## src/logic/trig_defs.svh

```systemverilog
`ifndef TRIG_DEFS_SVH
`define TRIG_DEFS_SVH

// number of trigger sources feeding the block
`define TRIG_NSRC 4

// one trigger word per source
`define TRIG_WORD_BITS 16

// bit 15 flags a valid word
`define TRIG_VALID_BIT 15

// buffer address field sits above the two unused low bits
`define TRIG_ADDR_LSB 2
`define TRIG_ADDR_BITS 8

// latency and holdoff values
`define TRIG_LAT_BITS 16

// report queue, depth must be a power of two
`define TRIG_QUEUE_DEPTH 4
`define TRIG_QPTR_BITS 2

`endif
```

## src/logic/trig_pkg.sv

```systemverilog
`include "trig_defs.svh"

package trig_pkg;

    // buffer address, wraps at the memory size
    typedef logic [`TRIG_ADDR_BITS-1:0] trig_addr_t;

    // one bit per trigger source
    typedef logic [`TRIG_NSRC-1:0] src_mask_t;

    // latency and holdoff counts
    typedef logic [`TRIG_LAT_BITS-1:0] lat_cnt_t;

    // run control states
    typedef enum logic [1:0] {
        RUN_IDLE,
        RUN_LATENCY,
        RUN_READOUT
    } run_state_e;

    // four-phase output handshake states
    typedef enum logic [1:0] {
        HS_IDLE,
        HS_REQ,
        HS_RELEASE
    } hs_state_e;

endpackage

```

## src/logic/trig_process_top.sv

```systemverilog
`include "trig_defs.svh"

module trig_process_top (
    input  logic                                  sysclk_i,
    input  logic                                  runrst_i,
    input  logic                                  run_start_i,
    input  logic                                  run_stop_i,
    input  trig_pkg::lat_cnt_t                    trig_latency_i,
    input  trig_pkg::trig_addr_t                  trig_offset_i,
    input  trig_pkg::lat_cnt_t                    trig_holdoff_i,
    input  trig_pkg::src_mask_t                   trigmask_i,
    input  logic                                  trigmask_update_i,
    input  logic [`TRIG_NSRC*`TRIG_WORD_BITS-1:0] trig_word_i,
    output logic                                  running_o,
    output trig_pkg::trig_addr_t                  address_o,
    output logic                                  trig_req_o,
    output trig_pkg::trig_addr_t                  trig_addr_o,
    output trig_pkg::src_mask_t                   trig_src_o,
    output logic                                  overflow_o,
    input  logic                                  trig_ack_i
);

    // run control to capture and readout
    logic                                  running;
    logic                                  rd_en;
    trig_pkg::trig_addr_t                  rd_addr;
    trig_pkg::trig_addr_t                  run_offset;
    trig_pkg::lat_cnt_t                    run_holdoff;
    // capture to mark memory
    trig_pkg::src_mask_t                   mark_we;
    logic [`TRIG_NSRC*`TRIG_ADDR_BITS-1:0] mark_addr;
    // readout to report queue
    logic                                  rep_valid;
    trig_pkg::trig_addr_t                  rep_addr;
    trig_pkg::src_mask_t                   rep_src;

    assign running_o = running;

    run_ctrl run_ctrl_inst (
        .sysclk_i       (sysclk_i),
        .runrst_i       (runrst_i),
        .run_start_i    (run_start_i),
        .run_stop_i     (run_stop_i),
        .trig_latency_i (trig_latency_i),
        .trig_offset_i  (trig_offset_i),
        .trig_holdoff_i (trig_holdoff_i),
        .running_o      (running),
        .address_o      (address_o),
        .rd_en_o        (rd_en),
        .rd_addr_o      (rd_addr),
        .run_offset_o   (run_offset),
        .run_holdoff_o  (run_holdoff)
    );

    trig_capture trig_capture_inst (
        .sysclk_i          (sysclk_i),
        .runrst_i          (runrst_i),
        .running_i         (running),
        .trigmask_i        (trigmask_i),
        .trigmask_update_i (trigmask_update_i),
        .trig_word_i       (trig_word_i),
        .mark_we_o         (mark_we),
        .mark_addr_o       (mark_addr)
    );

    trig_readout trig_readout_inst (
        .sysclk_i      (sysclk_i),
        .runrst_i      (runrst_i),
        .mark_we_i     (mark_we),
        .mark_addr_i   (mark_addr),
        .rd_en_i       (rd_en),
        .rd_addr_i     (rd_addr),
        .run_offset_i  (run_offset),
        .run_holdoff_i (run_holdoff),
        .rep_valid_o   (rep_valid),
        .rep_addr_o    (rep_addr),
        .rep_src_o     (rep_src)
    );

    trig_out_queue trig_out_queue_inst (
        .sysclk_i    (sysclk_i),
        .runrst_i    (runrst_i),
        .rep_valid_i (rep_valid),
        .rep_addr_i  (rep_addr),
        .rep_src_i   (rep_src),
        .trig_req_o  (trig_req_o),
        .trig_addr_o (trig_addr_o),
        .trig_src_o  (trig_src_o),
        .trig_ack_i  (trig_ack_i),
        .overflow_o  (overflow_o)
    );

endmodule

```

## src/logic/trig_out_queue.sv

```systemverilog
`include "trig_defs.svh"

module trig_out_queue (
    input  logic                 sysclk_i,
    input  logic                 runrst_i,
    input  logic                 rep_valid_i,
    input  trig_pkg::trig_addr_t rep_addr_i,
    input  trig_pkg::src_mask_t  rep_src_i,
    output logic                 trig_req_o,
    output trig_pkg::trig_addr_t trig_addr_o,
    output trig_pkg::src_mask_t  trig_src_o,
    input  logic                 trig_ack_i,
    output logic                 overflow_o
);

    // queue storage, address and source set per entry
    trig_pkg::trig_addr_t q_addr [`TRIG_QUEUE_DEPTH];
    trig_pkg::src_mask_t  q_src  [`TRIG_QUEUE_DEPTH];

    logic [`TRIG_QPTR_BITS-1:0] wr_ptr_q;
    logic [`TRIG_QPTR_BITS-1:0] rd_ptr_q;
    // entries held, one bit wider than the pointers
    logic [`TRIG_QPTR_BITS:0]   count_q;

    trig_pkg::hs_state_e hs_state_q;
    logic                full;
    logic                push;
    logic                pop;

    assign full = (count_q == (`TRIG_QPTR_BITS+1)'(`TRIG_QUEUE_DEPTH));
    // no back-pressure upstream, pushes into a full queue are lost
    assign push = rep_valid_i && !full;
    // entry retires once the consumer acknowledges it
    assign pop  = (hs_state_q == trig_pkg::HS_REQ) && trig_ack_i;

    // storage write
    always_ff @(posedge sysclk_i) begin
        if (push) begin
            q_addr[wr_ptr_q] <= rep_addr_i;
            q_src[wr_ptr_q]  <= rep_src_i;
        end
    end

    // pointers, fill count and sticky overflow
    always_ff @(posedge sysclk_i) begin
        if (runrst_i) begin
            wr_ptr_q   <= '0;
            rd_ptr_q   <= '0;
            count_q    <= '0;
            overflow_o <= 1'b0;
        end else begin
            if (push) begin
                wr_ptr_q <= wr_ptr_q + 1'b1;
            end
            if (pop) begin
                rd_ptr_q <= rd_ptr_q + 1'b1;
            end
            if (push && !pop) begin
                count_q <= count_q + 1'b1;
            end else if (pop && !push) begin
                count_q <= count_q - 1'b1;
            end
            if (rep_valid_i && full) begin
                overflow_o <= 1'b1;
            end
        end
    end

    // four-phase handshake
    always_ff @(posedge sysclk_i) begin
        if (runrst_i) begin
            hs_state_q <= trig_pkg::HS_IDLE;
        end else begin
            case (hs_state_q)
                trig_pkg::HS_IDLE: begin
                    // req only rises with ack already low
                    if (count_q != '0 && !trig_ack_i) begin
                        hs_state_q <= trig_pkg::HS_REQ;
                    end
                end
                trig_pkg::HS_REQ: begin
                    if (trig_ack_i) begin
                        hs_state_q <= trig_pkg::HS_RELEASE;
                    end
                end
                trig_pkg::HS_RELEASE: begin
                    // wait for the consumer to let go of ack
                    if (!trig_ack_i) begin
                        hs_state_q <= trig_pkg::HS_IDLE;
                    end
                end
                default: begin
                    hs_state_q <= trig_pkg::HS_IDLE;
                end
            endcase
        end
    end

    assign trig_req_o  = (hs_state_q == trig_pkg::HS_REQ);
    // head entry holds still while req is up
    assign trig_addr_o = q_addr[rd_ptr_q];
    assign trig_src_o  = q_src[rd_ptr_q];

endmodule

```

## src/logic/trig_readout.sv

```systemverilog
`include "trig_defs.svh"

module trig_readout (
    input  logic                                  sysclk_i,
    input  logic                                  runrst_i,
    input  trig_pkg::src_mask_t                   mark_we_i,
    input  logic [`TRIG_NSRC*`TRIG_ADDR_BITS-1:0] mark_addr_i,
    input  logic                                  rd_en_i,
    input  trig_pkg::trig_addr_t                  rd_addr_i,
    input  trig_pkg::trig_addr_t                  run_offset_i,
    input  trig_pkg::lat_cnt_t                    run_holdoff_i,
    output logic                                  rep_valid_o,
    output trig_pkg::trig_addr_t                  rep_addr_o,
    output trig_pkg::src_mask_t                   rep_src_o
);

    localparam int NSLOT = 1 << `TRIG_ADDR_BITS;

    // one mark bit per source in every buffer slot
    trig_pkg::src_mask_t mark_mem [NSLOT];
    // slot contents under the readout pointer
    trig_pkg::src_mask_t rd_marks;
    // holdoff cycles still to run
    trig_pkg::lat_cnt_t  hold_cnt_q;
    logic                hold_active;
    logic                fire;

    assign rd_marks    = mark_mem[rd_addr_i];
    assign hold_active = (hold_cnt_q != '0);
    // a marked slot reports only outside the holdoff window
    assign fire        = rd_en_i && (|rd_marks) && !hold_active;

    // mark memory, read and clear at the pointer
    always_ff @(posedge sysclk_i) begin
        if (runrst_i) begin
            for (int i = 0; i < NSLOT; i++) begin
                mark_mem[i] <= '0;
            end
        end else begin
            if (rd_en_i) begin
                mark_mem[rd_addr_i] <= '0;
            end
            // marks come after the clear so a same-slot write survives
            for (int s = 0; s < `TRIG_NSRC; s++) begin
                if (mark_we_i[s]) begin
                    mark_mem[mark_addr_i[s*`TRIG_ADDR_BITS +: `TRIG_ADDR_BITS]][s] <= 1'b1;
                end
            end
        end
    end

    // holdoff counter and report strobe
    always_ff @(posedge sysclk_i) begin
        if (runrst_i) begin
            hold_cnt_q  <= '0;
            rep_valid_o <= 1'b0;
        end else begin
            rep_valid_o <= fire;
            if (fire) begin
                // blocks exactly run_holdoff following reads
                hold_cnt_q <= run_holdoff_i;
            end else if (hold_active) begin
                hold_cnt_q <= hold_cnt_q - 1'b1;
            end
        end
    end

    // report payload, address shifted back by the run offset
    always_ff @(posedge sysclk_i) begin
        rep_addr_o <= rd_addr_i - run_offset_i;
        rep_src_o  <= rd_marks;
    end

endmodule

```

## src/logic/run_ctrl.sv

```systemverilog
`include "trig_defs.svh"

module run_ctrl (
    input  logic                 sysclk_i,
    input  logic                 runrst_i,
    input  logic                 run_start_i,
    input  logic                 run_stop_i,
    input  trig_pkg::lat_cnt_t   trig_latency_i,
    input  trig_pkg::trig_addr_t trig_offset_i,
    input  trig_pkg::lat_cnt_t   trig_holdoff_i,
    output logic                 running_o,
    output trig_pkg::trig_addr_t address_o,
    output logic                 rd_en_o,
    output trig_pkg::trig_addr_t rd_addr_o,
    output trig_pkg::trig_addr_t run_offset_o,
    output trig_pkg::lat_cnt_t   run_holdoff_o
);

    trig_pkg::run_state_e state_q;
    // latency captured at run start
    trig_pkg::lat_cnt_t   run_latency_q;
    // running cycles seen so far
    trig_pkg::lat_cnt_t   lat_cnt_q;
    trig_pkg::lat_cnt_t   lat_cnt_next;

    assign lat_cnt_next = lat_cnt_q + 1'b1;

    always_ff @(posedge sysclk_i) begin
        if (runrst_i) begin
            state_q       <= trig_pkg::RUN_IDLE;
            run_latency_q <= '0;
            run_offset_o  <= '0;
            run_holdoff_o <= '0;
            lat_cnt_q     <= '0;
            address_o     <= '0;
            rd_addr_o     <= '0;
        end else if (run_stop_i) begin
            // stop wins over anything else
            state_q   <= trig_pkg::RUN_IDLE;
            address_o <= '0;
        end else begin
            case (state_q)
                trig_pkg::RUN_IDLE: begin
                    if (run_start_i) begin
                        // run parameters frozen for the whole run
                        run_latency_q <= trig_latency_i;
                        run_offset_o  <= trig_offset_i;
                        run_holdoff_o <= trig_holdoff_i;
                        lat_cnt_q     <= '0;
                        rd_addr_o     <= '0;
                        // write side starts at 1 in the first running cycle
                        address_o     <= 8'd1;
                        // zero latency goes straight to readout
                        if (trig_latency_i == '0) begin
                            state_q <= trig_pkg::RUN_READOUT;
                        end else begin
                            state_q <= trig_pkg::RUN_LATENCY;
                        end
                    end
                end
                trig_pkg::RUN_LATENCY: begin
                    address_o <= address_o + 1'b1;
                    lat_cnt_q <= lat_cnt_next;
                    // readout begins once latency cycles have passed, so
                    // the pointer trails the write side by latency plus one
                    if (lat_cnt_next == run_latency_q) begin
                        state_q <= trig_pkg::RUN_READOUT;
                    end
                end
                trig_pkg::RUN_READOUT: begin
                    address_o <= address_o + 1'b1;
                    rd_addr_o <= rd_addr_o + 1'b1;
                end
                default: begin
                    state_q <= trig_pkg::RUN_IDLE;
                end
            endcase
        end
    end

    assign running_o = (state_q != trig_pkg::RUN_IDLE);
    assign rd_en_o   = (state_q == trig_pkg::RUN_READOUT);

endmodule

```

## src/logic/trig_capture.sv

```systemverilog
`include "trig_defs.svh"

module trig_capture (
    input  logic                                       sysclk_i,
    input  logic                                       runrst_i,
    input  logic                                       running_i,
    input  trig_pkg::src_mask_t                        trigmask_i,
    input  logic                                       trigmask_update_i,
    input  logic [`TRIG_NSRC*`TRIG_WORD_BITS-1:0]      trig_word_i,
    output trig_pkg::src_mask_t                        mark_we_o,
    output logic [`TRIG_NSRC*`TRIG_ADDR_BITS-1:0]      mark_addr_o
);

    // active mask, a set bit blocks that source
    trig_pkg::src_mask_t mask_q;
    // combinational hit per source
    trig_pkg::src_mask_t hit;

    // a hit needs the valid flag, an open mask and a running block
    always_comb begin
        for (int s = 0; s < `TRIG_NSRC; s++) begin
            hit[s] = trig_word_i[s*`TRIG_WORD_BITS + `TRIG_VALID_BIT]
                     && !mask_q[s] && running_i;
        end
    end

    // mask register and registered write enables
    always_ff @(posedge sysclk_i) begin
        if (runrst_i) begin
            // everything masked out of reset
            mask_q    <= '1;
            mark_we_o <= '0;
        end else begin
            if (trigmask_update_i) begin
                mask_q <= trigmask_i;
            end
            // write strobe lands one edge after the word was sampled
            mark_we_o <= hit;
        end
    end

    // address field rides along with the strobe
    always_ff @(posedge sysclk_i) begin
        for (int s = 0; s < `TRIG_NSRC; s++) begin
            // bits below the address field carry nothing useful
            mark_addr_o[s*`TRIG_ADDR_BITS +: `TRIG_ADDR_BITS] <=
                trig_word_i[s*`TRIG_WORD_BITS + `TRIG_ADDR_LSB +: `TRIG_ADDR_BITS];
        end
    end

endmodule

```

## config.mk

```make
export PLATFORM = sky130hd
export DESIGN_NAME = trig_process_top
export DESIGN_NICKNAME = d
export VERILOG_FILES = /design/src/logic/trig_pkg.sv /design/src/logic/trig_process_top.sv /design/src/logic/trig_out_queue.sv /design/src/logic/trig_readout.sv /design/src/logic/run_ctrl.sv /design/src/logic/trig_capture.sv
export VERILOG_INCLUDE_DIRS = /design/src /design/src/logic
export SDC_FILE = /design/constraint.sdc
export NUM_CORES = 2
export LEC_CHECK = 0
export BUFFER_PORTS_ARGS = -buffer_cell sky130_fd_sc_hd__clkbuf_2
export CAP_MARGIN = 10
export CELL_PAD_IN_SITES_DETAIL_PLACEMENT = 1
export CELL_PAD_IN_SITES_GLOBAL_PLACEMENT = 1
export CORE_MARGIN = 1.5
export CORE_UTILIZATION = 45
export CTS_CLUSTER_DIAMETER = 100
export CTS_CLUSTER_SIZE = 16
export DETAILED_ROUTE_END_ITERATION = 12
export HOLD_SLACK_MARGIN = 0.02
export PLACE_DENSITY_LB_ADDON = 0.1
export SYNTH_ARGS = -nofsm -noshare
export SYNTH_HDL_FRONTEND = slang
export SYNTH_SLANG_ARGS = --single-unit
```

## constraint.sdc

```tcl
create_clock -name sysclk_i -period 3.1 [get_ports sysclk_i]
set_input_delay 0.62 -clock sysclk_i [delete_from_list [all_inputs] [get_ports sysclk_i]]
set_output_delay 0.62 -clock sysclk_i [all_outputs]
set_load 0.01 [all_outputs]
```

==> impl_results.md <==
* Status: complete, but fails checks
* Failing checks: negative setup slack
* Nets at 4,805
* Core Box Area at 109,000 um2
* DR vias/cell at 6.93
* Detail Route Antenna Nets at 0
* Initial detailed-routing violation count at 5,110
* TritonCTS buffer count at 87
* Worst Hold Class: in2reg
* Worst reg2reg path depth at 16
* DR vias at 42,200
* Longest Clk Path Bufs at 3
* Crit path kind: reg2reg
* Crit-path max FO at 8
* # rows at 121
* Clock skew at 0.0299 ns
* RSZ-0062 raised after global routing: true
* Sequential share of the synthesized area at 0.509
* Initial antenna violation count at 9
* Die Span Y at 335 um
* Hold_ws at 0.0369 ns
* Final period util at 1.22
* Area contributors post-synth: dfxtp_1 48%, a22o_1 18%, mux4_2 11%
* Final hold viol count at 0
* Flops & latches, synth at 1,235
* CTS HTree Levels at 3
* Final setup margin at -0.668 ns
* Synth Cell Area at 49,500 um2
* Fin crit period at 3.77 ns
* Post-Syn Area per Cell at 11.5 um2
* Sink Count at 1,235
* Leakage at 0.0214 uW
* Hpwl dp at 152 mm
* Worst EP required at 3.69 ns
* Fraction of registers with async set/reset at 0
* Final wirelength at 222 mm
* First-pass GRT wire length at 313 mm
* Max_slew headroom at 0.0996
* Max Cap Violations at 0
* Non-filler cells, final at 6,094
* Gr usage total at 0.388
* Fmax at 0.265 GHz
* Share of post-route cells with drive strength above 1 at 0.244
* Vias in the first global route at 41,900
* Max Slew Vio Count at 0
* Post-Syn Nets at 4,449
* Crit. End Element: flop
* Worst Path Arrival at 4.36 ns
* Placed inst area at 54,900 um2
* Largest area contributor in the netlist: dfxtp_1
* Die X-Extent at 335 um
* Power Density at 497 nW/um2
* Total grt overflow at 0
* Slew of the pin with the lowest slew margin at 1.35 ns
* Final setup vio count at 18
* Most frequent cells in the layout: 1,182 x dfxtp_1, 1,011 x a22o_1, 420 x buf_4
* Fill count at 11,100
* Setup TNS Final at -10.43 ns
* Crit start category: flop
* Post-synth EDFFs at 48
* TritonCTS clock tree: built
* Initial Util at 0.454
* Clk pin slew, worst setup/hold paths at 0.08 ns
* Commonest non-fill, non-tap cell in the layout: dfxtp_1
* Hold path cells at 1
* Final Cell Area at 58,500 um2
* Routed wire per std cell at 36.4 um
* Synth top area share at 0.480
* Clk root buf: clkbuf_16
* Post-synth cell types at 67
* RePlAce Congestion at 0.988
* Peak VDD IR at 473 uV
* Synth Warn # at 0
* Die area at 112,000 um2
* Total power at 29,100 uW
* I/O pin count at 137
* Inst Count DP at 5,932
* Residual DRC count at 0
* Pre-Repair DR Iteration Count at 6
* IO Port Bufs at 108
* Syn Inst Count at 4,311
* Clk_lat worst skew at 0.72 ns
* P&R area growth vs syn at 18.1%
* Synth Flop Type: dfxtp_1
* Largest net degree at the start of global routing at 143
[power breakdown]
group | internal (uW) | switching, uW | leakage (uW)
clock | 5130 | 5780 | 0.00113
combinational | 647 | 1220 | 0.0102
sequential | 16100 | 195 | 0.0100
total | 21900 | 7190 | 0.0214
[worst paths after layout]
check	startpoint	endpoint	slack [ns]
worst max-delay path	flop	trig_readout_inst.hold_cnt_q[1]$_SDFFE_PP0P_	-0.67
worst min-delay path	trig_word_i[39]	trig_capture_inst.mark_addr_o[21]$_DFF_P_	0.04
worst max register to register	flop	trig_readout_inst.hold_cnt_q[1]$_SDFFE_PP0P_	-0.67
worst min register to register	trig_capture_inst.mask_q[1]$_SDFFE_PP1P_	trig_capture_inst.mark_we_o[1]$_SDFF_PP0_	0.44
[stage by stage]
step                      setup slack [ns]  utilization
after floorplan                   0.000309            -
after global placement               -1.08        0.503
after detailed placement             -1.05        0.504
after CTS                           -0.544        0.532
after global routing                -0.657        0.537
final                               -0.668        0.537
[worst max-delay path, stage by stage, from the launching register on]
cell      delay (ns)
dfxtp_4         0.38
buf_12          0.15
buf_16          0.16
buf_12          0.16
mux4_2          0.34
nand2_1         0.07
a311oi_2        0.37
nor3_2          0.10
buf_4           0.16
nand4b_1        0.40
o32a_1          0.35
a41oi_4         0.26
buf_12          0.15
buf_4           0.14
buf_16          0.13
mux2i_1         0.19
a21oi_1         0.09
[cells in the mapped netlist, drive strengths merged, types with 4 or more instances]
cell and n:
o221ai 35, nor4 43, ha 22, nor3 104, xnor2 35, nand3 37, a22o 1011, a211oi 19
a221oi 8, nand2b 45, o211ai 6, mux2i 75, or2 4, nor2 178, a21o 6, and3 4
or3 10, nand4 5, and2 13, a211o 5, o21ai 37, a21oi 326, nor2b 34, nor3b 6
a2111oi 11, mux4 240, o22ai 19, nor4b 4, xor2 29, inv 28, nand3b 6, mux2 7
a32o 5, a22oi 30, nand4b 4, edfxtp 48, buf 79, clkbuf 280, a31oi 40, nand2 190
dfxtp 1187, o41ai 4
[sequential cells by signal, indices dropped and copies added (netlist names), named ones only]
register / cells
run_ctrl_inst.address_o: 8
run_ctrl_inst.lat_cnt_q: 16
run_ctrl_inst.rd_addr_o: 8
run_ctrl_inst.run_holdoff_o: 16
run_ctrl_inst.run_latency_q: 16
run_ctrl_inst.run_offset_o: 8
run_ctrl_inst.state_q: 2
trig_capture_inst.mark_addr_o: 32
trig_capture_inst.mark_we_o: 4
trig_capture_inst.mask_q: 4
trig_out_queue_inst.count_q: 3
trig_out_queue_inst.hs_state_q: 2
trig_out_queue_inst.overflow_o: 1
trig_out_queue_inst.q_addr: 32
trig_out_queue_inst.q_src: 16
trig_out_queue_inst.rd_ptr_q: 2
trig_out_queue_inst.wr_ptr_q: 2
trig_readout_inst.hold_cnt_q: 16
trig_readout_inst.mark_mem: 1024
trig_readout_inst.rep_addr_o: 8
trig_readout_inst.rep_src_o: 4
trig_readout_inst.rep_valid_o: 1
[kinds of logic (layout without fill, tap and decap cells)]
family | Yosys count | after routing | share of synthesized area
other | 0 | 1 | 0
AOI/OAI and AO/OA | 1585 | 1585 | 0.249
adders and majority gates | 24 | 24 | 0.00636
and+or+nand+nor | 693 | 693 | 0.0664
xor gates and xnor gates | 64 | 64 | 0.0113
DFF | 1235 | 1235 | 0.509
muxes | 322 | 322 | 0.126
buffers and inverters | 388 | 756 | 0.0322
[area by class of cell]
| cell class | instances | area, um2 | area share |
|---|---|---|---|
| timing repair buffer | 626 | 5370 | 0.0919 |
| antenna | 1 | 2.50 | 0.0000428 |
| sequential | 1235 | 25200 | 0.431 |
| clock buffer | 96 | 2250 | 0.0385 |
| tap | 1414 | 1770 | 0.0302 |
| clock inverter | 5 | 51.3 | 0.000877 |
| multi-input combinational | 2688 | 23700 | 0.405 |
| inverter | 29 | 109 | 0.00186 |
[routing by layer]
layer / share of wire / GRT usage / wire (um) / vias to the layer above
li1: - / - / - / 17500
met1: 0.39 / 0.494 / 87300 / 21700
met2: 0.44 / 0.594 / 97600 / 2361
met3: 0.093 / 0.0940 / 20600 / 688
met4: 0.073 / 0.240 / 16300 / 12
met5: 0.00068 / 0 / 150 / -
[repair_timing]
| action | in CTS | in global routing |
|---|---|---|
| endpoints found under the setup margin | 22 | 22 |
| cloned | 4 | 2 |
| hold buffers | 30 | 0 |
| resized for setup | 60 | 64 |
| hold endpoints to repair | 30 | 0 |
| setup buffers | 13 | 15 |
| pin swaps | 15 | 28 |
No activity file was read; power rests on OpenSTA's default activity.
